===== config.mk =====
export PLATFORM = sky130hd
export DESIGN_NAME = addr_decode
export DESIGN_NICKNAME = d
export VERILOG_FILES = /design/src/common/cache_pkg.sv /design/src/rtl/addr_decode.sv
export SDC_FILE = /design/constraint.sdc
export NUM_CORES = 1
export LEC_CHECK = 0
export ABC_AREA = 1
export BUFFER_PORTS_ARGS = -buffer_cell sky130_fd_sc_hd__buf_2
export CORE_AREA = 3 3 53 55
export DETAILED_ROUTE_END_ITERATION = 7
export DIE_AREA = 0 0 56 58
export PLACE_DENSITY = 0.76
export SYNTH_ARGS = -nofsm -noshare
export SYNTH_HDL_FRONTEND = slang
export SYNTH_SLANG_ARGS = --single-unit

===== constraint.sdc =====
create_clock -name vclk -period 0.8
set_clock_uncertainty 0.2 [all_clocks]
set_input_delay 0.04 -clock vclk [all_inputs]
set_output_delay 0.04 -clock vclk [all_outputs]
set_load 0.01 [all_outputs]

===== src/common/cache_pkg.sv =====
`default_nettype none

package cache_pkg;

	// address split of the 16-bit word address: tag, set index, word offset
	localparam int tag_w = 7;
	localparam int set_w = 6;
	localparam int offset_w = 3;
	localparam int addr_w = tag_w + set_w + offset_w;
	// the block address is everything above the word offset
	localparam int block_w = tag_w + set_w;

	localparam int data_w = 16;
	localparam int num_sets = 64;
	localparam int words_per_block = 8;

	// lookup view, the tag sits in the upper bits as in a plain split
	typedef struct packed {
		logic [tag_w-1:0] tag;
		logic [set_w-1:0] set;
		logic [offset_w-1:0] offset;
	} addr_fields_t;

	// fill view, memory is addressed by whole blocks
	typedef struct packed {
		logic [block_w-1:0] block;
		logic [offset_w-1:0] offset;
	} addr_block_t;

	// one request address, read either per field or per block
	typedef union packed {
		addr_fields_t fields;
		addr_block_t blk;
	} cache_addr_u;

	// controller states, one request in flight at a time
	typedef enum logic [2:0] {
		st_idle,
		st_lookup,
		st_fill_req,
		st_fill_data,
		st_write_mem,
		st_respond
	} ctrl_state_e;

endpackage

`default_nettype wire


===== src/rtl/addr_decode.sv =====
`timescale 1ns/10ps
`default_nettype none

module addr_decode #(
	parameter int num_sets = cache_pkg::num_sets,
	parameter int words_per_block = cache_pkg::words_per_block
) (
	input  cache_pkg::cache_addr_u addr,
	output logic [cache_pkg::tag_w-1:0] tag,
	output logic [num_sets-1:0] set_onehot,
	output logic [words_per_block-1:0] word_onehot
);

	localparam int set_sel_w = $clog2(num_sets);
	localparam int word_sel_w = $clog2(words_per_block);

	logic [set_sel_w-1:0] set_idx;
	logic [word_sel_w-1:0] word_idx;

	assign tag = addr.fields.tag;
	assign set_idx = addr.fields.set;
	assign word_idx = addr.fields.offset;

	// start from a single one in bit 0 and let each index bit, msb first,
	// push it up by its binary weight, one stage per bit
	always_comb begin
		set_onehot = '0;
		set_onehot[0] = 1'b1;
		for (int i = set_sel_w - 1; i >= 0; i--) begin
			if (set_idx[i]) begin
				set_onehot = set_onehot << (1 << i);
			end
		end
	end

	// same shift stages for the word inside the block
	always_comb begin
		word_onehot = '0;
		word_onehot[0] = 1'b1;
		for (int i = word_sel_w - 1; i >= 0; i--) begin
			if (word_idx[i]) begin
				word_onehot = word_onehot << (1 << i);
			end
		end
	end

endmodule

`default_nettype wire


# After elaboration in Yosys (flattened, before gate mapping)
# Cells that the tools add are included.
# W data, S select, Z words.
[totals]
ff_bits = 0
out_inout_bits = 79
word_cells = 9
[classes]
n_mux = 9
[op_table]
columns = ["cell", "n"]
rows = [
  ["$mux W64", 1],
  ["$mux W63", 1],
  ["$mux W61", 1],
  ["$mux W57", 1],
  ["$mux W49", 1],
  ["$mux W33", 1],
  ["$mux W8", 1],
  ["$mux W7", 1],
  ["$mux W5", 1],
]

# Logic depth before layout (Yosys ltp)
[depth]
depth_word = 6
depth_mapped = 5
mapped_depth_nobuf = 4

# Least setup slack after synthesis
# No wires, ideal clock.
[synth_path]
path_kind = "input to output"
start = "input port addr[4] (netlist name)"
end = "output port set_onehot[36]"
arrival_ns = 0.743
required_time_ns = 0.560
slack_ns = -0.183
stages = 5
path_buffers = 2
path_cell_list = "buf_4 -> inv_2 -> buf_4 -> nand4_1 -> nor2_1"
[synth_via]
elab_chain_cells = 2
[synth_lines]
columns = ["item", "line", "source"]
rows = [
  ["start: declaration", "addr_decode.sv:8", "input cache_pkg::cache_addr_u addr,"],
  ["$mux W63", "addr_decode.sv:30", "if (set_idx[i]) begin"],
  ["$mux W64", "addr_decode.sv:30", ""],
  ["end: declaration", "addr_decode.sv:10", "output logic [num_sets-1:0] set_onehot,"],
]
# Every way passes these cells.

# Worst setup path after layout
[layout_path]
start = "input port addr[7] (netlist name)"
end = "output port set_onehot[5]"
[layout_via]
elab_chain_cells = 5
[layout_lines]
columns = ["item", "line"]
rows = [
  ["$mux W49", "addr_decode.sv:30"],
  ["$mux W57", "addr_decode.sv:30"],
  ["$mux W61", "addr_decode.sv:30"],
  ["$mux W63", "addr_decode.sv:30"],
  ["$mux W64", "addr_decode.sv:30"],
]
# Every way passes these cells.

==> flow_summary.json <==
{
  "drt_iter0_markers": 33,
  "setup_slack_ns": -0.2743,
  "crit_arrival_ns": 0.83,
  "drt_first_pass_iters": 4,
  "rsz0062_at_grt": "yes",
  "end_kind": "output port",
  "ios": 95,
  "seq_area_frac_synth_pct": 0,
  "pre_cts_slack_ns": -0.3791,
  "yosysTopAreaCell": "nor2_1",
  "num_antenna_cells": 0,
  "start_kind": "input port",
  "synthTopCellsByArea": "nor2_1 35%, nand4_1 21%, nor3_1 12%",
  "port_buffers": 81,
  "hpwl_um": 2322,
  "p_per_area_mw_per_mm2": 365.1,
  "worst_pin_slew_ns": 0.2617,
  "period_share_pct": 134.3,
  "final_layout_size_suffix_gt1_share_pct": 76.23,
  "ys_warn_count": 0,
  "violations": "hold timing, setup timing",
  "grt_pass1_wl_um": 4719,
  "fin_crit_ns": 1.074,
  "synthesis.area_um2": 648.1,
  "fmax_ghz": 0.9309,
  "critPathKind": "input port to output port",
  "finalSetupViolCount": 65,
  "nFlopsAndLatches": 0,
  "postRouteAntennaNets": 0,
  "wl_per_cell_um": 12.14,
  "status": "complete, but fails checks",
  "place_area_mm2": 0.001289,
  "maxCapViolations": 0,
  "fin_cells": 253,
  "seqCellArea_um2": 0,
  "synth_cell_types": 10,
  "postLayoutCellArea_mm2": 0.001559,
  "fin_worst_hold_slack_ns": -0.1200,
  "routed-via-count": 1235,
  "start_util_pct": 26.65,
  "maxSlewViolCount": 0,
  "grtUsageTotal_pct": 16.66,
  "rows": 18,
  "grt_max_degree": 17,
  "antenna_found_initial": 0,
  "die_y_um": 58,
  "place_congestion": 0.7154,
  "fin_util_pct": 64.09,
  "die_area_mm2": 0.003248,
  "drc": 0,
  "worstSetupStartpoint": "addr[7]",
  "critPathRequiredTime_ns": 0.56,
  "synth_common_cells": "61 x nor2_1, 22 x nand4_1, 16 x nor3_1",
  "placed_cells": 250,
  "vias_per_cell": 4.881,
  "syn_area_per_cell_um2": 4.697,
  "overflow": 0,
  "fin_nets": 241,
  "coreArea_mm2": 0.002432,
  "grt_pass1_vias": 1062,
  "crit_path_end": "set_onehot[5]",
  "ir_worst_vdd_mv": 0.2342,
  "clkbuf_count": 0,
  "synthCells": 138,
  "wirelength_um": 3072,
  "die_x_um": 56,
  "area_growth_pct": 140.5,
  "worstPathMaxFanout": 8,
  "leakage_uw": 0.0008072,
  "syn_nets": 154,
  "slew_headroom_pct": 82.50,
  "hold_path.class": "input port to output port",
  "synth.most_common_cell": "nor2_1",
  "hold_viol": 7,
  "synth_top_area_share_pct": 35.33
}
-- power by group --
part | switching [uW] | total (uW) | internal [uW] | leakage, uW
Sequential | 0 | 0 | 0 | 0
Combinational | 326 | 569 | 243 | 0.000807
Clock | 0 | 0 | 0 | 0
-- worst min path at each step --
stage | depth (start not counted) | to | startpoint
floorplan | 1 | word_onehot[0] | addr[2]
global placement | 0 | tag[5] | addr[14]
detailed placement | 0 | tag[5] | addr[14]
CTS | 0 | tag[5] | addr[14]
global route | 0 | tag[0] | addr[9]
finish | 0 | tag[0] | addr[9]
-- cell usage in the layout, fill, tap and decap left out --
master	n
clkinvlp_4	2
buf_6	10
buf_2	69
nor2_1	27
buf_8	2
inv_4	2
clkbuf_4	1
nor3_2	13
buf_4	18
nor3_1	3
buf_12	5
nor2_2	26
nand4_1	22
inv_2	4
nand3_2	8
nand2_1	1
clkinv_8	1
nor2_4	8
inv_8	1
-- layout make-up --
class,count,area (um2)
inverter,9,62.56
timing repair buffer,105,730.7
tap,30,37.54
multi-input combinational,108,720.7
timing repair inverter,1,7.507
fill,228,873.3
-- worst max-delay path, stage by stage --
cell     delay (ns)
buf_12         0.11
buf_6          0.11
nor2_4         0.15
nand4_1        0.15
nor2_1         0.13
buf_2          0.15
-- per-layer routing --
| layer | up-vias | track usage [%] | wire [um] |
|---|---|---|---|
| li1 | 630 | - | - |
| met3 | 2 | 2.450 | 219 |
| met2 | 46 | 30.05 | 1547 |
| met4 | 0 | 0.6780 | 12 |
| met5 | - | 0 | 0 |
| met1 | 557 | 22.16 | 1293 |
-- per-stage QoR --
stage | total power, uW | setup TNS [ns]
after floorplan | 306.9 | -2.331
after global placement | 434.5 | -19.13
after detailed placement | 439.7 | -20.12
after CTS | 523.8 | -15.39
after global routing | 614.4 | -19.38
final | 569.1 | -14.47
-- timing repair --
item / in CTS / in global routing
endpoints found under the hold margin: 7 / 7
buffers inserted: 2 / 0
endpoints found under the setup margin: 67 / 72
gates cloned: 0 / 1
pin swaps: 14 / 15
gates resized for setup: 42 / 25
-- kinds of logic (layout without fill, tap and decap cells) --
family	after synthesis	in the layout	share of synthesized area [%]
buffers and inverters	30	115	24.32
AND/OR/NAND/NOR	108	108	75.68
Note: power is estimated with default switching activity, not from simulation.
