## config.mk

```make
export PLATFORM = sky130hd
export DESIGN_NAME = lru_array
export DESIGN_NICKNAME = d
export VERILOG_FILES = /design/src/common/cache_pkg.sv /design/src/cache_array/lru_array.sv
export SDC_FILE = /design/constraint.sdc
export NUM_CORES = 1
export LEC_CHECK = 0
export BUFFER_PORTS_ARGS = -buffer_cell sky130_fd_sc_hd__buf_2
export CORE_ASPECT_RATIO = 0.75
export CORE_MARGIN = 5
export CORE_UTILIZATION = 45
export CTS_BUF_LIST = sky130_fd_sc_hd__clkbuf_4 sky130_fd_sc_hd__clkbuf_8
export CTS_CLUSTER_DIAMETER = 100
export DETAILED_ROUTE_END_ITERATION = 10
export MAX_ROUTING_LAYER = met4
export PLACE_DENSITY = 0.7
export SYNTH_ARGS = -nofsm -noshare
export SYNTH_HDL_FRONTEND = slang
export SYNTH_SLANG_ARGS = --single-unit
export TNS_END_PERCENT = 10
```

## constraint.sdc

```tcl
create_clock -name clk -period 1.85 [get_ports clk]
set_clock_uncertainty 0.15 [all_clocks]
set_input_delay 0.2775 -clock clk [delete_from_list [all_inputs] [get_ports clk]]
set_output_delay 0.2775 -clock clk [all_outputs]
set_load 0.05 [all_outputs]
```

## src/common/cache_pkg.sv

```systemverilog
`default_nettype none

package cache_pkg;

	// address split of the 16-bit word address: tag, set index, word offset
	localparam int tag_w = 7;
	localparam int set_w = 6;
	localparam int offset_w = 3;
	localparam int addr_w = tag_w + set_w + offset_w;
	// the block address is everything above the word offset
	localparam int block_w = tag_w + set_w;

	localparam int data_w = 16;
	localparam int num_sets = 64;
	localparam int words_per_block = 8;

	// lookup view, the tag sits in the upper bits as in a plain split
	typedef struct packed {
		logic [tag_w-1:0] tag;
		logic [set_w-1:0] set;
		logic [offset_w-1:0] offset;
	} addr_fields_t;

	// fill view, memory is addressed by whole blocks
	typedef struct packed {
		logic [block_w-1:0] block;
		logic [offset_w-1:0] offset;
	} addr_block_t;

	// one request address, read either per field or per block
	typedef union packed {
		addr_fields_t fields;
		addr_block_t blk;
	} cache_addr_u;

	// controller states, one request in flight at a time
	typedef enum logic [2:0] {
		st_idle,
		st_lookup,
		st_fill_req,
		st_fill_data,
		st_write_mem,
		st_respond
	} ctrl_state_e;

endpackage

`default_nettype wire

```

## src/cache_array/lru_array.sv

```systemverilog
`timescale 1ns/10ps
`default_nettype none

// one replacement bit per set
// a bit of 0 means way 0 is the least recently used, 1 means way 1
module lru_array #(
	parameter int num_sets = cache_pkg::num_sets
) (
	input  logic clk,
	input  logic rst_n,
	input  logic [num_sets-1:0] set_onehot,
	input  logic lru_we,
	input  logic used_way,
	output logic lru_way
);

	logic [num_sets-1:0] lru_q;

	// the way just used becomes most recent, so the other way is stored
	// as the next one to go
	always_ff @(posedge clk) begin
		if (!rst_n) begin
			lru_q <= '0;
		end else if (lru_we) begin
			lru_q <= (lru_q & ~set_onehot) | (set_onehot & {num_sets{~used_way}});
		end
	end

	// only the selected set survives the mask, so or-reducing the masked
	// bits reads that set's bit out
	assign lru_way = |(lru_q & set_onehot);

endmodule

`default_nettype wire

```

=== Yosys cells after proc, flatten, opt, wreduce, memory -nomap -nowiden ===
Cells that the tools add are included.

* Bitwise operators: 6
* Reduce and logical (&&, ||, !) cells: 1

{| class="wikitable"
|+ Operators with widths
! operator !! number
|-
| $and 64x64->64 || 3
|-
| $not 64->64 || 1
|-
| $or 64x64->64 || 1
|-
| $reduce_or 64->1 || 1
|-
| $not 1->1 || 1
|}

* Flip-flop bits (word level): 64
* Output and inout bits: 1

=== Longest topological paths before layout ===
* Word-level depth: 3
* Depth in mapped cells: 4
* Depth with buffers taken out: 4

=== Worst setup path after synthesis ===
Ideal clock, no wire load.

* Kind: input port to output port
* Start point: input set_onehot[20]
* End point: output lru_way
* Data arrival time: 1.528 ns
* Cell stages on the path: 4
* Path slack: -0.106 ns
* Path through: a22o_1 > a221oi_2 > nand4_1 > or4_1

* Longest elaborated chain between the ends: 2

{| class="wikitable"
|+ RTL lines
! what !! RTL line !! RTL
|-
| from (decl) || lru_array.sv:11 || <nowiki>input logic [num_sets-1:0] set_onehot,</nowiki>
|-
| $and 64x64->64 || lru_array.sv:31 || <nowiki>assign lru_way = |(lru_q & set_onehot);</nowiki>
|-
| $reduce_or 64->1 || lru_array.sv:31 ||
|-
| to (decl) || lru_array.sv:14 || <nowiki>output logic lru_way</nowiki>
|}

Every way passes these cells.

==> PnR_summary.wiki <==
{| class="wikitable"
! Metric !! Value
|-
| Via count of the routed design || 2624
|-
| Slew @ Worst Pin || about 0.51 ns
|-
| Result of the run || finished, violations left
|-
| Peak fanout along the critical path || 2
|-
| Via density per instance || around 5.8
|-
| Clock tree from TritonCTS || done
|-
| Final cell utilization of the core || 0.648
|-
| Commonest cells in the netlist || sky130_fd_sc_hd__a21oi_1 (64), sky130_fd_sc_hd__a311oi_1 (64), sky130_fd_sc_hd__dfxtp_1 (64)
|-
| Post-synthesis sequential area ratio || 0.487
|-
| Synthesized cell area || between 2000 and 3000 um2
|-
| Worst path bufs/invs || 1
|-
| Worst reg2reg setup slack || around 0.92 ns
|-
| GRT Util Overall || 0.193
|-
| Biggest area contributors in the synthesized netlist || sky130_fd_sc_hd__dfxtp_1 (49%), sky130_fd_sc_hd__a311oi_1 (21%), sky130_fd_sc_hd__a21oi_1 (12%)
|-
| Remaining max-slew budget at the tightest pin || 0.662
|-
| Finished Layout Cells || 455
|-
| Number of maximum-capacitance constraint violations || 0
|-
| Data required time at the worst endpoint || 1.42 ns
|-
| Mean area per synthesized cell || between 10 and 15 um2
|-
| Finish-stage setup viols || 1
|-
| Cell count after placement || 435
|-
| PD cells || approximately 900 nW/um2
|-
| Std-Cell Rows || 24
|-
| Number of nets still failing antenna checks after routing || 0
|-
| Number of instances on the worst hold path || 2
|-
| Max VDD drop || roughly 0.52 mV
|-
| Initial core utilization || 0.459
|-
| Global placer's final weighted congestion || 0.707
|-
| Arrival time worst endpoint || between 2 and 2.5 ns
|-
| Clk_lat worst skew || around 0.34 ns
|-
| CP cell instances || a22o_1, a221oi_2, nand4_1, or4_4, buf_8
|-
| CTS Root Buffer Type || sky130_fd_sc_hd__clkbuf_8
|-
| Post-synth cell types || 10
|-
| Number of flops mapped to enable cells by yosys || 0
|-
| Total setup buffers inserted after CTS || 0
|-
| Synth-to-Final Area Change || 41.3%
|-
| Wire length of the first global-routing pass || 11600 um
|-
| Routed wire per std cell || around 16 um
|-
| Global route overflow || 0
|-
| Final critical path time including I/O delays and setup || around 2.4 ns
|-
| Final nets || 440
|-
| Number of global-route vias before repair || about 2400
|-
| Max Root-Sink Buffers || 2
|-
| I/O pins || between 60 and 70
|-
| Floorplan die width || roughly 98 um
|-
| Synthesis warning total || 0
|-
| Worst-case hold slack || 0.0147 ns
|-
| CTS buffer count || 9
|-
| Area leader, netlist || sky130_fd_sc_hd__dfxtp_1
|-
| Sort of element at the start of the critical path || flop
|-
| Antenna fix cells || 0
|-
| Total of flip-flops plus latches after synthesis || 64
|-
| Hold/Removal Path Class || primary input to flop
|-
| Area of the core || roughly 5700 um2
|-
| Final critical-path share of the clock period || 1.32
|-
| Input/output buffers || 68
|-
| Total detailed-routing wirelength || just over 7000 um
|-
| Initial drt markers || 136
|-
| Setup repair after global routing missed its margin || yes
|-
| Share of synthesized flip-flops with an asynchronous set or reset || 0
|-
| Static leakage || roughly 1.5 nW
|-
| Setup tns final || -0.592 ns
|-
| Final critical-path setup slack || -0.592 ns
|-
| Hold Crit Start || set_onehot[56]
|-
| Max-slew violation count || 0
|-
| Failing checks || negative setup slack
|-
| Total die area || between 7000 and 8000 um2
|-
| Top_reg_cell synth || sky130_fd_sc_hd__dfxtp_1
|-
| Syn Nets || between 300 and 400
|-
| Critical Path End Type || output pin
|-
| Slowest library cell on the worst path || sky130_fd_sc_hd__or4_4
|-
| Highest clock frequency the design can meet || a little over 400 MHz
|-
| Reg clk slew, reported paths || 0.07 ns
|-
| DP Wirelength || between 4000 and 5000 um
|-
| Initial DRT Pass Iterations || 4
|-
| Biggest cell delay along the critical path || 0.56 ns
|-
| Total number of clock tree sinks || 64
|-
| Number of antenna violations at the first check in global routing || 0
|-
| Total DRC errors in the routed layout || 0
|-
| Number of standard cells after synthesis || 257
|-
| R2R depth || 2
|-
| Start-to-end type of the worst setup path || flop to output pin
|-
| Final hold violations || 0
|-
| CTS H-Tree Depth || 3
|-
| Largest net degree at the start of global routing || ~130
|-
| Kind of cell adding the most delay to the critical path || simple AND/OR/NAND/NOR gates
|-
| Vertical die dimension || 76.2 um
|-
| Layout cell share with drive strength beyond 1 || 0.411
|-
| Worst slack at placement || -0.386 ns
|-
| Fraction of post-synthesis cell area in the top cell type by area || 0.487
|}
per-stage QoR:
step	total power (W)	cell area, um2
floorplan	0.00180	2630
global placement	0.00205	3450
detailed placement	0.00207	3450
CTS	0.00332	3700
global route	0.00347	3720
finish	0.00330	3720
worst register-to-register path, stage by stage, from the launching register on:
cell,delay [ns]
sky130_fd_sc_hd__dfxtp_1,0.36
sky130_fd_sc_hd__a21oi_1,0.06
sky130_fd_sc_hd__a311oi_1,0.27
cells in the final DEF (no fill, tap or decap), types with 2 or more instances in the layout:
| master | netlist | final |
|---|---|---|
| sky130_fd_sc_hd__a21oi_1 | 64 | 64 |
| sky130_fd_sc_hd__a221oi_1 | 8 | 7 |
| sky130_fd_sc_hd__a221oi_2 | 8 | 9 |
| sky130_fd_sc_hd__a22o_1 | 16 | 16 |
| sky130_fd_sc_hd__a311oi_1 | 64 | 64 |
| sky130_fd_sc_hd__buf_12 | 0 | 3 |
| sky130_fd_sc_hd__buf_2 | 0 | 66 |
| sky130_fd_sc_hd__buf_4 | 0 | 57 |
| sky130_fd_sc_hd__clkbuf_4 | 0 | 2 |
| sky130_fd_sc_hd__clkbuf_8 | 0 | 11 |
| sky130_fd_sc_hd__clkinv_2 | 0 | 2 |
| sky130_fd_sc_hd__dfxtp_1 | 64 | 63 |
| sky130_fd_sc_hd__dlygate4sd3_1 | 0 | 4 |
| sky130_fd_sc_hd__nand4_1 | 4 | 4 |
routing by layer:
layer  global-route usage  part of all wire
met1                0.261              0.47
met2                0.275              0.45
met3               0.0741             0.065
met4               0.0409             0.013
met5                    -                 0
cells by family (layout without fill, tap and decap cells):
family | count (synthesis) | after routing | share of synthesized area
AND/OR/NAND/NOR | 5 | 5 | 0.0124
flip-flops | 64 | 64 | 0.487
AO/OA/AOI/OAI | 160 | 160 | 0.461
buffers and inverters | 28 | 148 | 0.0400
power by group:
| part | internal, W | switching, W | leakage (nW) | total (W) |
|---|---|---|---|---|
| Sequential | 0.00147 | 0.0000523 | 0.529 | 0.00152 |
| Combinational | 0.000274 | 0.000255 | 0.844 | 0.000529 |
| Clock | 0.000722 | 0.000524 | 0.110 | 0.00125 |
| Total | 0.00247 | 0.000831 | 1.48 | 0.00330 |
timing repair:
action | 4_1_cts | 5_1_grt
setup endpoints to repair | 1 | 1
resized for setup | 4 | 1
hold endpoints to repair | 3 | 1
pin swaps | 2 | 0
hold buffers | 3 | 1
worst max-delay path by stage:
stage              startpoint  slack [ns]  cells past startpoint  endpoint
6_report                 flop       -0.59                      5   lru_way
5_1_grt                  flop       -0.63                      5   lru_way
4_1_cts                  flop       -0.61                      5   lru_way
3_5_place_dp    set_onehot[8]       -0.39                      6   lru_way
3_3_place_gp    set_onehot[7]       -0.37                      6   lru_way
2_1_floorplan  set_onehot[20]        0.02                      4   lru_way
final cells by class:
type,instances,area (um2)
timing repair buffer,131,873
clock inverter,3,40.0
multi-input combinational,165,1250
clock buffer,13,166
sequential,64,1280
inverter,1,3.75
tap,78,97.6
fill,481,2020
(Power assumes the default switching activity.)
