<file path="config.mk">
export PLATFORM = sky130hd
export DESIGN_NAME = cache_ctrl
export DESIGN_NICKNAME = d
export VERILOG_FILES = /design/src/common/cache_pkg.sv /design/src/rtl/cache_ctrl.sv
export SDC_FILE = /design/constraint.sdc
export NUM_CORES = 1
export LEC_CHECK = 0
export BUFFER_PORTS_ARGS = -buffer_cell sky130_fd_sc_hd__buf_2
export CAP_MARGIN = 30
export CORE_ASPECT_RATIO = 2
export CORE_UTILIZATION = 35
export DETAILED_ROUTE_END_ITERATION = 6
export GPL_TIMING_DRIVEN = 0
export PLACE_DENSITY = 0.69
export SLEW_MARGIN = 30
export SYNTH_ARGS = -nofsm -noshare
export SYNTH_HDL_FRONTEND = slang
export SYNTH_SLANG_ARGS = --single-unit
export TNS_END_PERCENT = 20
</file>
<file path="constraint.sdc">
create_clock -name clk -period 2.8 [get_ports clk]
set_input_delay 0.14 -clock clk [delete_from_list [all_inputs] [get_ports clk]]
set_output_delay 0.14 -clock clk [all_outputs]
set_load 0.05 [all_outputs]
</file>
<file path="src/common/cache_pkg.sv">
`default_nettype none

package cache_pkg;

	// address split of the 16-bit word address: tag, set index, word offset
	localparam int tag_w = 7;
	localparam int set_w = 6;
	localparam int offset_w = 3;
	localparam int addr_w = tag_w + set_w + offset_w;
	// the block address is everything above the word offset
	localparam int block_w = tag_w + set_w;

	localparam int data_w = 16;
	localparam int num_sets = 64;
	localparam int words_per_block = 8;

	// lookup view, the tag sits in the upper bits as in a plain split
	typedef struct packed {
		logic [tag_w-1:0] tag;
		logic [set_w-1:0] set;
		logic [offset_w-1:0] offset;
	} addr_fields_t;

	// fill view, memory is addressed by whole blocks
	typedef struct packed {
		logic [block_w-1:0] block;
		logic [offset_w-1:0] offset;
	} addr_block_t;

	// one request address, read either per field or per block
	typedef union packed {
		addr_fields_t fields;
		addr_block_t blk;
	} cache_addr_u;

	// controller states, one request in flight at a time
	typedef enum logic [2:0] {
		st_idle,
		st_lookup,
		st_fill_req,
		st_fill_data,
		st_write_mem,
		st_respond
	} ctrl_state_e;

endpackage

`default_nettype wire

</file>
<file path="src/rtl/cache_ctrl.sv">
`timescale 1ns/10ps
`default_nettype none

module cache_ctrl (
	input  logic clk,
	input  logic rst_n,
	input  logic req_valid,
	output logic req_ready,
	input  logic req_we,
	input  logic [cache_pkg::addr_w-1:0] req_addr,
	input  logic [cache_pkg::data_w-1:0] req_wdata,
	output logic resp_valid,
	output logic [cache_pkg::data_w-1:0] resp_rdata,
	output logic mem_rd_valid,
	input  logic mem_rd_ready,
	output logic [cache_pkg::block_w-1:0] mem_rd_addr,
	input  logic mem_fill_valid,
	input  logic [cache_pkg::data_w-1:0] mem_fill_data,
	output logic mem_wr_valid,
	input  logic mem_wr_ready,
	output logic [cache_pkg::addr_w-1:0] mem_wr_addr,
	output logic [cache_pkg::data_w-1:0] mem_wr_data,
	input  logic hit,
	input  logic hit_way,
	input  logic victim_way,
	output logic [cache_pkg::offset_w-1:0] fill_word,
	output cache_pkg::cache_addr_u addr_q,
	output logic tag_we,
	output logic data_we,
	output logic write_way,
	output logic read_way,
	output logic lru_we,
	output logic used_way,
	output logic [cache_pkg::data_w-1:0] array_wdata,
	input  logic [cache_pkg::data_w-1:0] array_rdata
);

	import cache_pkg::*;

	localparam logic [offset_w-1:0] last_word = offset_w'(words_per_block - 1);

	ctrl_state_e state_q;
	ctrl_state_e state_d;
	logic [offset_w-1:0] beat_q;
	logic we_q;
	logic victim_q;
	logic [data_w-1:0] wdata_q;
	logic [data_w-1:0] rdata_q;

	logic in_lookup;
	logic in_fill;
	logic fill_beat;
	logic fill_done;

	assign in_lookup = (state_q == st_lookup);
	assign in_fill = (state_q == st_fill_data);
	assign fill_beat = in_fill && mem_fill_valid;
	assign fill_done = fill_beat && (beat_q == last_word);

	always_comb begin
		state_d = state_q;
		case (state_q)
			st_idle:      if (req_valid) state_d = st_lookup;
			// writes always go to memory, hit or not
			st_lookup:    state_d = we_q ? st_write_mem : (hit ? st_respond : st_fill_req);
			st_fill_req:  if (mem_rd_ready) state_d = st_fill_data;
			st_fill_data: if (fill_done) state_d = st_respond;
			st_write_mem: if (mem_wr_ready) state_d = st_respond;
			st_respond:   state_d = st_idle;
			default:      state_d = st_idle;
		endcase
	end

	always_ff @(posedge clk) begin
		if (!rst_n) begin
			state_q <= st_idle;
			beat_q <= '0;
		end else begin
			state_q <= state_d;
			// beats arrive in word order, so the counter is the word index
			if (state_q == st_fill_req) begin
				beat_q <= '0;
			end else if (fill_beat) begin
				beat_q <= beat_q + 1'b1;
			end
		end
	end

	always_ff @(posedge clk) begin
		// the request is held here for its whole lifetime
		if (req_valid && req_ready) begin
			addr_q <= req_addr;
			wdata_q <= req_wdata;
			we_q <= req_we;
		end
		// the way to fill has to stay fixed across all eight beats
		if (in_lookup) begin
			victim_q <= victim_way;
		end
		// a write response carries zero, a read hit takes the array word
		if (in_lookup && we_q) begin
			rdata_q <= '0;
		end else if (in_lookup && hit) begin
			rdata_q <= array_rdata;
		end else if (fill_beat && (beat_q == addr_q.fields.offset)) begin
			rdata_q <= mem_fill_data;
		end
	end

	assign req_ready = (state_q == st_idle);
	assign resp_valid = (state_q == st_respond);
	assign resp_rdata = rdata_q;

	// both memory requests hold their address from the request register
	assign mem_rd_valid = (state_q == st_fill_req);
	assign mem_rd_addr = addr_q.blk.block;
	assign mem_wr_valid = (state_q == st_write_mem);
	assign mem_wr_addr = addr_q;
	assign mem_wr_data = wdata_q;

	// during a fill the beat counter overrides the requested word offset
	assign fill_word = in_fill ? beat_q : addr_q.fields.offset;

	// the tag goes valid only once the last word of the block is in
	assign tag_we = fill_done;
	assign data_we = (in_lookup && hit && we_q) || fill_beat;
	assign write_way = in_fill ? victim_q : hit_way;
	assign array_wdata = in_fill ? mem_fill_data : wdata_q;
	assign read_way = hit_way;

	// every hit and every completed fill refreshes the set's lru bit
	assign lru_we = (in_lookup && hit) || fill_done;
	assign used_way = in_fill ? victim_q : hit_way;

endmodule

`default_nettype wire

</file>
# Word level (Yosys, flattened, before mapping)
# Cells that the tools add are included.
# classes
add_sub_neg,1
eq_ne,11
muxes,12
bitwise,1
reduce_logical,13
# op_table
cell,n
$mux 16,3
$mux 3,7
$pmux 3 s5,1
$eq 3x3->1 const B,3
$logic_and 1x1->1,7
$eq 3x2->1 const B,2
$ne 2x1->1 const B,3
$reduce_and 4->1,1
$add 3x1->3 const B,1
$eq 3x1->1 const B,1
$eq 3x3->1,1
$logic_not 3->1,1
$logic_or 1x1->1,2
$ne 2x2->1 const B,1
$reduce_bool 2->1,1
$reduce_or 2->1,1
$mux 1,1
$not 1->1,1
# totals
ff_bits,56
inputBits,74

# Longest topological paths before layout
# Gate-level depths: netlist (run 1).
# depth
depth_word,5
mapped_depth,6
mapped_depth_nobuf,6

# Worst setup path after synthesis (run 1)
# Ideal clock, no wire load.
# synth_timing
path_kind,register to register
from,register state_q[2]
to,"register addr_q[0] in the netlist's numbering, enable pin"
t_arrival_ns,2.635
required_time_ns,2.407
slack_ns,-0.228
stages_incl_launch_ff,4
path_buffers,1
path_cell_list,dfxtp_1 clkbuf_1 nor3_1 and2_1
# synth_between
elab_chain_len,2
# synth_rtl
item,line_no,source
start: declaration,cache_ctrl.sv:42,ctrl_state_e state_q;
start signal: assignment,cache_ctrl.sv:76,state_q <= st_idle;
start signal: assignment,cache_ctrl.sv:79,state_q <= state_d;
$logic_not 3->1,cache_ctrl.sv:110,assign req_ready = (state_q == st_idle);
via req_ready,cache_ctrl.sv:8,"output logic req_ready,"
$logic_and 1x1->1,cache_ctrl.sv:91,if (req_valid && req_ready) begin
end signal: assignment,cache_ctrl.sv:92,addr_q <= req_addr;
end: declaration,cache_ctrl.sv:27,"output cache_pkg::cache_addr_u addr_q,"
# The timed path passes the listed nets, and every way through them passes these cells.
# A chain may end at the register's enable or synchronous reset.

# Final worst setup path (run 1)
# layout_timing
from,register state_q[0]
to,output port data_we
# layout_between
elab_chain_len,4
word_cells_on_any_way,6
classes_between,2 x eq/ne; 4 x reduce/logical
# layout_rtl
item,line_no,source
$eq 3x1->1,cache_ctrl.sv:55,assign in_lookup = (state_q == st_lookup);
$logic_and 1x1->1 (2 in a row),cache_ctrl.sv:126,assign data_we = (in_lookup && hit && we_q) || fill_beat;
$logic_or 1x1->1 *,cache_ctrl.sv:126,
end: declaration,cache_ctrl.sv:29,"output logic data_we,"
# Mark *: on every way between the ends. The rest lies on a longest branch, timed or not.

==> results of run 1 <==
-- cell type report --
class	count	area, µm²
fill	683	3445
inverter	3	11.26
sequential	56	1461
clock buffer	8	146.4
timing repair buffer	181	930.9
multi-input combinational	113	933.4
buffer	41	279.0
tap	92	115.1
-- per-layer routing --
metal | track usage, % | share of wire, % | wire length [µm]
met5 | 0 | 0 | 0
met4 | 9.358 | 2.7 | 201
met3 | 3.558 | 4.5 | 340
met2 | 36.61 | 58 | 4355
met1 | 20.07 | 35 | 2659
-- sequential cells by signal, summed over array words and instances, names as in the netlist --
signal and cells:
victim_q 1, mem_wr_data 16, we_q 1, state_q 3, addr_q 16, beat_q 3, resp_rdata 16
-- final timing paths --
kind / from / end / cells past startpoint / slack [ps]
setup / recovery: state_q[0] / data_we / 7 / 270
hold / removal: req_addr[2] / addr_q[2] / 1 / 20
setup reg to reg: state_q[1] / resp_rdata[4] / 5 / 670
hold reg to reg: resp_rdata[3] / resp_rdata[3] / 2 / 570
-- through the flow --
step	worst slack (ps)	util [%]
2_1_floorplan	64.81	-
3_3_place_gp	206.7	50.34
3_5_place_dp	183.3	50.73
4_1_cts	46.15	52.82
6_report	272.7	52.96
5_1_grt	117.9	52.96
-- layout by cell type, fill, tap and decap left out, types with 2 or more instances in the layout --
cell type,instances
nor2_1,9
inv_1,3
edfxtp_1,34
a22oi_1,16
nand2_1,4
buf_1,2
ha_1,2
dfxtp_1,22
a21oi_1,2
mux2_2,20
clkbuf_16,5
clkbuf_1,8
xor2_1,4
o21a_1,2
o21ai_0,18
buf_2,180
mux2i_1,20
buf_4,32
-- kinds of logic after synthesis --
group | Yosys count
compound gates | 43
xor+xnor | 4
fa+ha+maj | 2
buf+inv | 44
flops | 56
mux | 40
simple gates | 24
-- where the power goes --
part | internal [W] | switching (W) | leakage (nW)
clock | 0.000357 | 0.000263 | 0.0712
sequential | 0.00116 | 0.000139 | 0.505
combinational | 0.000695 | 0.00195 | 1.25
-- what timing repair did --
item,in CTS,in global routing
endpoints found under the setup margin,2,2
buffers inserted,0,1
pin swaps,0,1
gates resized for setup,1,1
gates cloned,0,0
-- critical path, cell delays in order (launching register included) --
cell      delay, ps
dfxtp_1         380
buf_2           240
inv_1           110
nor3_4          330
nand2_2         220
clkbuf_1        300
o21ai_0         210
buf_2           290
==> flow_metrics.py, run 1 <==
metrics = {
    "cts": {
        "h-tree-depth": 2,
        "cts_hold_buf": 0,
        "clockBufferDepth": 2,
        "cts_sinks": 56,
        "tritoncts": "done",
        "numCtsBuffers": 5,
        "clk_latency_ps": 290,
        "cts_root_buf": "clkbuf_16",
        "clk_pin_slew_ps": 70,
    },
    "logic_synthesis": {
        "synth_seq_cells": 56,
        "synth_ff_type": "edfxtp_1",
        "ys_warn_count": 0,
        "avgSynthCellArea_um2": 12.54,
        "syn-num-nets": 289,
        "async_flop_share_pct": 0,
        "yosysMostFrequentCell": "edfxtp_1",
        "synth_top_family_by_area": "multiplexers",
        "ys_top_cells_by_area": "edfxtp_1 (38%), dfxtp_1 (16%), buf_4 (8.7%)",
        "synthesis.area_um2": 2670,
        "synth_cell_types": 31,
        "ys_top_cells_by_count": "edfxtp_1 (34), buf_4 (31), dfxtp_1 (22), mux2_2 (20), mux2i_1 (20)",
        "yosysTopAreaCellShare_pct": 38.24,
        "yosys.area_share.simple_pct": 5.670,
        "synth.area.mux_share_pct": 15.93,
        "yosysSeqAreaShare_pct": 54.73,
        "synth_edf_count": 34,
        "yosys.area_share.adder_pct": 0.9372,
        "synth-compound-area-share_pct": 10.54,
        "synth-xor-area-share_pct": 1.312,
        "synth_cells": 213,
        "synth_top_cell_by_area": "edfxtp_1",
    },
    "floorplan": {
        "dieWidth_um": 63.76,
        "io_pins": 180,
        "dieArea_um2": 8003,
        "initial_core_util_pct": 36.47,
        "die_h_um": 125.5,
        "placementRows": 44,
        "core-area_um2": 7322,
    },
    "global_routing": {
        "grt_start_max_net_pins": 22,
        "overflow": 0,
        "grt_pass1_vias": 2288,
        "grt_first_pass_wirelength_um": 11720,
        "grt_usage_pct": 19.56,
        "antenna_found_initial": 0,
    },
    "layout": {
        "syn_to_final_growth_pct": 45.22,
        "finalInstanceArea_um2": 3877,
        "antenna_cells": 0,
        "drive_above_1_share_pct": 61.44,
        "final_nets": 477,
        "final_cells": 494,
    },
    "sta": {
        "finClkSkew_ps": 9.796,
        "rsz0062_at_grt": "no",
        "timing.hold.ws_ps": 17.83,
        "finalWorstPathRequiredPeriod_ps": 2527,
        "fmax_mhz": 395.7,
        "hold_violations": 0,
        "max-slew-margin-rel_pct": 53.50,
        "setup_violations": 0,
        "tns_ps": 0,
        "worstMarginPinSlew_ps": 692.3,
        "min_period_over_period_pct": 90.26,
        "drv_slew": 0,
    },
    "pwr": {
        "p_per_area_nw_per_um2": 1177,
        "p_leak_nw": 1.829,
        "power_w": 0.004565,
        "peakVddDrop_mv": 0.6635,
    },
    "routing": {
        "avgRoutedWirePerCell_um": 15.30,
        "first_iter_violations": 67,
        "firstDrtPassIters": 4,
        "routed_wl_um": 7557,
        "vias": 2339,
        "ant_nets": 0,
        "drc": 0,
        "viasPerCell": 4.735,
    },
    "status": {
        "status": "completed",
    },
    "critical_path": {
        "critical_path_peak_fanout": 10,
        "arrival_ps": 2390,
        "cp-start-kind": "flop",
        "endpoint_kind": "primary output",
        "cp_data_required_time_ps": 2660,
        "worstSetupPathType": "flop to primary output",
    },
    "place": {
        "place_area_um2": 3715,
        "dpl.hpwl_um": 6036,
        "dp_cells": 485,
        "place_congestion": 0.7983,
        "port_buffers": 179,
    },
    "worst_hold_path": {
        "hold_class": "primary input to flop",
    },
    "run": {
        "timing.max_cap.violations": 0,
    },
}
Power figures use the tool's default switching activity.
==> run 2: changes to the inputs <==
- CORE_UTILIZATION: 35 -> 45
- PLACE_DENSITY: 0.69 -> 0.86
- clock period: 2.8 -> 2.95 ns (I/O delays scaled with it)
==> run 2 against run 1 <==
First-iteration DRC count rose by 30%. Cell count shrank 6.5%. Register-to-register slack improved by 160 ps. Sequential power shrank 5%. Global-route usage up 4.0 points. Count of clock-buffer cells in the layout fell by 2. Clock skew shrank 5.4 ps. Critical path type unchanged. Largest cell class unchanged. Largest power group unchanged.
==> flow_metrics.py, run 2 (synthesized netlist as in run 1, its figures left out) <==
metrics = {
    "status": {
        "status": "completed",
    },
    "cts": {
        "cts_hold_buf": 0,
        "cts_root_buf": "clkbuf_16",
        "clk_latency_ps": 290,
        "tritoncts": "done",
        "clockBufferDepth": 2,
        "cts_sinks": 56,
        "numCtsBuffers": 5,
        "h-tree-depth": 2,
        "clk_pin_slew_ps": 70,
    },
    "sta": {
        "fmax_mhz": 377.0,
        "setup_violations": 0,
        "drv_slew": 0,
        "max-slew-margin-rel_pct": 53.58,
        "worstMarginPinSlew_ps": 691.0,
        "finalWorstPathRequiredPeriod_ps": 2652,
        "tns_ps": 0,
        "rsz0062_at_grt": "no",
        "hold_violations": 0,
        "finClkSkew_ps": 4.391,
        "min_period_over_period_pct": 89.91,
    },
    "routing": {
        "firstDrtPassIters": 4,
        "vias": 2333,
        "ant_nets": 0,
        "drc": 0,
        "routed_wl_um": 7370,
        "first_iter_violations": 87,
        "viasPerCell": 5.050,
        "avgRoutedWirePerCell_um": 15.95,
    },
    "global_routing": {
        "grt_start_max_net_pins": 25,
        "grt_usage_pct": 23.57,
        "grt_first_pass_wirelength_um": 11350,
        "grt_pass1_vias": 2321,
        "antenna_found_initial": 0,
        "overflow": 0,
    },
    "critical_path": {
        "cp_data_required_time_ps": 2800,
        "critical_path_peak_fanout": 10,
        "worstSetupPathType": "flop to primary output",
        "reg2reg_setup_slack_ps": 830,
        "cp-start-kind": "flop",
        "endpoint_kind": "primary output",
        "arrival_ps": 2500,
    },
    "floorplan": {
        "dieWidth_um": 56.47,
        "placementRows": 39,
        "initial_core_util_pct": 46.77,
        "dieArea_um2": 6264,
        "io_pins": 180,
        "die_h_um": 110.9,
        "core-area_um2": 5709,
    },
    "pwr": {
        "p_per_area_nw_per_um2": 1130,
        "p_leak_nw": 1.829,
        "power_w": 0.004334,
        "peakVddDrop_mv": 0.8808,
    },
    "layout": {
        "final_util_pct": 67.15,
        "drive_above_1_share_pct": 61.85,
        "final_cell_mix": "buf_2 (180), edfxtp_1 (34), buf_4 (31), dfxtp_1 (22)",
        "final_common_cell": "buf_2",
        "finalInstanceArea_um2": 3834,
        "antenna_cells": 0,
        "fillers": 445,
        "final_nets": 476,
        "multiInputGateArea_um2": 933.4,
        "syn_to_final_growth_pct": 43.58,
        "seq_area_um2": 1461,
    },
    "place": {
        "place_area_um2": 3676,
        "port_buffers": 179,
        "dpl.hpwl_um": 5880,
        "place_congestion": 0.7653,
    },
    "worst_hold_path": {
        "hold_class": "primary input to flop",
    },
    "run": {
        "timing.max_cap.violations": 0,
    },
}
run 2: repair_timing:
| item | in CTS | in global routing |
|---|---|---|
| buffers inserted | 0 | 0 |
| gates resized for setup | 0 | 2 |
| setup endpoints to repair | 0 | 2 |
run 2: area by class of cell:
class                      count  share of cell area [%]
buffer                        41                   7.278
clock buffer                   6                   3.623
clock inverter                 2                  0.2611
inverter                       3                  0.2937
multi-input combinational    113                   24.35
sequential                    56                   38.12
tap                           61                   1.991
timing repair buffer         180                   24.09
run 2: power by group:
part / switching (W) / total [W] / leakage (nW) / internal [W]
combinational: 0.00185 / 0.00250 / 1.25 / 0.000653
sequential: 0.000134 / 0.00124 / 0.505 / 0.00110
clock: 0.000261 / 0.000597 / 0.0766 / 0.000335
run 2: worst max-delay path: stages (launching register included):
cell and delay, ps:
dfxtp_1 370, buf_2 230, inv_1 110, nor3_4 410
nand2_2 240, clkbuf_1 300, o21ai_0 250, buf_2 300
run 2: per-layer routing:
| layer | GRT usage [%] | up-vias | routed length [µm] |
|---|---|---|---|
| met1 | 25.76 | 1084 | 2674 |
| met3 | 4.434 | 11 | 432 |
| li1 | - | 1131 | - |
| met2 | 43.22 | 107 | 4116 |
| met4 | 9.106 | 0 | 146 |
| met5 | 0 | - | 0 |
run 2: stage by stage:
| step | setup slack, ps | cells | hold slack, ps |
|---|---|---|---|
| 2_1_floorplan | 207.3 | 213 | 246.4 |
| 6_report | 297.5 | 462 | 22.17 |
| 3_5_place_dp | 357.4 | 454 | 325.6 |
| 3_3_place_gp | 385.5 | 453 | 324.7 |
| 4_1_cts | 18.91 | 462 | 17.95 |
| 5_1_grt | 107.3 | 462 | 17.63 |
run 2: worst paths after layout:
check                start              end  depth (start not counted)
max             state_q[0]          data_we                          7
min          req_wdata[11]  mem_wr_data[11]                          1
max reg2reg     state_q[1]    resp_rdata[7]                          5
min reg2reg  resp_rdata[8]    resp_rdata[8]                          2
==> run 3: changes to the inputs <==
==> constraint.sdc (replaced) <==
create_clock -name clk -period 2.95 [get_ports clk]
set_input_delay 0.1475 -clock clk [delete_from_list [all_inputs] [get_ports clk]]
set_output_delay 0.1475 -clock clk [all_outputs]
set_load 0.01 [all_outputs]
==> run 3 against run 2 <==
Core utilization is 0.35 points lower. Cell area shrank 0.52%. Combinational power is 46% lower. Power fell by 27%.
==> flow_metrics.py, run 3 (synthesized netlist as in run 1, its figures left out) <==
metrics = {
    "routing": {
        "first_iter_violations": 82,
        "firstDrtPassIters": 4,
        "avgRoutedWirePerCell_um": 15.68,
        "vias": 2346,
        "viasPerCell": 5.078,
        "ant_nets": 0,
        "routed_wl_um": 7246,
        "drc": 0,
    },
    "critical_path": {
        "r2r_start": "state_q[1]",
        "crit_start": "state_q[0]",
        "ff2ff_path_depth": 5,
        "endpoint": "data_we",
        "arrival_ps": 2380,
        "endpoint_kind": "primary output",
        "cp-start-kind": "flop",
        "reg2reg_to": "resp_rdata[7]",
        "critical_path_peak_fanout": 10,
        "worstSetupPathType": "flop to primary output",
        "reg2reg_setup_slack_ps": 860,
        "cp_data_required_time_ps": 2800,
    },
    "pwr": {
        "p_per_area_nw_per_um2": 824.0,
        "p_int_w": 0.002059,
        "p_clk_share_pct": 17.8,
        "p_leak_nw": 1.816,
        "power_frac_comb_pct": 42.8,
        "peakVddDrop_mv": 0.6416,
        "pwr-share-seq_pct": 39.4,
        "p_sw_w": 0.001084,
        "switching_share_pct": 34.49,
    },
    "sta": {
        "worstMarginPinSlew_ps": 689.3,
        "layout_setup_ws_ps": 421.4,
        "finalWorstPathRequiredPeriod_ps": 2529,
        "min_period_over_period_pct": 85.72,
        "max-slew-margin-rel_pct": 54.05,
        "fmax_mhz": 395.5,
        "finClkSkew_ps": 4.645,
        "tns_ps": 0,
        "drv_slew": 0,
        "hold_violations": 0,
        "rsz0062_at_grt": "no",
        "setup_violations": 0,
    },
    "cts": {
        "h-tree-depth": 2,
        "cts_root_buf": "clkbuf_16",
        "post_cts_buffers": 0,
        "ctsResizeCount": 0,
        "cts_sinks": 56,
        "tritoncts": "done",
        "clk_pin_slew_ps": 70,
        "clockBufferDepth": 2,
        "numCtsBuffers": 5,
        "cts_hold_buf": 0,
        "clk_latency_ps": 290,
    },
    "floorplan": {
        "io_pins": 180,
        "dieArea_um2": 6264,
        "placementRows": 39,
        "initial_core_util_pct": 46.77,
        "die_h_um": 110.9,
        "dieWidth_um": 56.47,
        "core-area_um2": 5709,
    },
    "global_routing": {
        "gr-usage-met2_pct": 41.25,
        "use_met1_pct": 23.83,
        "grt_pass1_vias": 2259,
        "grt_first_pass_wirelength_um": 10770,
        "grt_usage_pct": 22.62,
        "met3_usage_pct": 4.317,
        "overflow": 0,
        "antenna_found_initial": 0,
        "gr-max-usage-layer": "met2",
        "grt_start_max_net_pins": 21,
    },
    "layout": {
        "drive_above_1_share_pct": 60.60,
        "antenna_cells": 0,
        "final_common_cell": "buf_2",
        "final_cell_mix": "buf_2 (180), edfxtp_1 (34), buf_4 (31), dfxtp_1 (22)",
        "final_util_pct": 66.80,
        "final_nets": 476,
        "syn_to_final_growth_pct": 42.83,
    },
    "place": {
        "post-place-ws_ps": 516.0,
        "port_buffers": 179,
        "place_congestion": 0.8134,
        "dpl.hpwl_um": 5697,
    },
    "status": {
        "status": "completed",
    },
    "run": {
        "timing.max_cap.violations": 0,
    },
    "worst_hold_path": {
        "hold_class": "primary input to flop",
    },
}
## run 3: power by group through the flow
stage	combinational, W	sequential [W]	clock, W
4_1_cts	0.00135	0.00124	0.000575
6_report	0.00135	0.00124	0.000559
3_3_place_gp	0.00128	0.00124	0
5_1_grt	0.00145	0.00127	0.000597
2_1_floorplan	0.000680	0.00134	0
3_5_place_dp	0.00135	0.00125	0
## run 3: per-layer routing
layer	up-vias	routed length, µm
met4	0	206
li1	1129	-
met1	1094	2591
met2	107	4040
met5	-	0
met3	16	407
## run 3: final cells by class
type                            count  area, µm²
Buffer                             41      279.0
Clock buffer                        7      132.6
Clock inverter                      1      3.754
Fill cell                         444       1896
Inverter                            3      11.26
Multi-Input combinational cell    113      925.9
Sequential cell                    56       1461
Tap cell                           61      76.32
Timing Repair Buffer              180      923.4
## run 3: how the worst min path moves through the flow
stage                 start        endpoint  slack (ps)  cells after the start
3_3_place_gp         req_we            we_q         320                      1
3_5_place_dp         req_we            we_q         330                      1
6_report       req_wdata[9]  mem_wr_data[9]          30                      1
5_1_grt         req_addr[2]       addr_q[2]          20                      1
4_1_cts         req_addr[2]       addr_q[2]          20                      1
2_1_floorplan   req_addr[0]       addr_q[0]         250                      0
## run 3: metrics by stage
step,std cells,cell area (µm²),hold slack (ps),power [W]
after global routing,462,3814,17.11,0.003313
after detailed placement,454,3671,325.6,0.002602
final,462,3814,28.99,0.003142
after CTS,462,3807,20.87,0.003166
after global placement,453,3642,323.8,0.002519
after floorplan,213,2670,246.4,0.002019
## run 3: worst max-delay path, stage by stage, from the launching register on
cell,delay [ps]
dfxtp_1,360
buf_2,240
inv_1,110
nor3_4,380
nand2_1,310
clkbuf_1,320
o21ai_0,210
buf_2,160
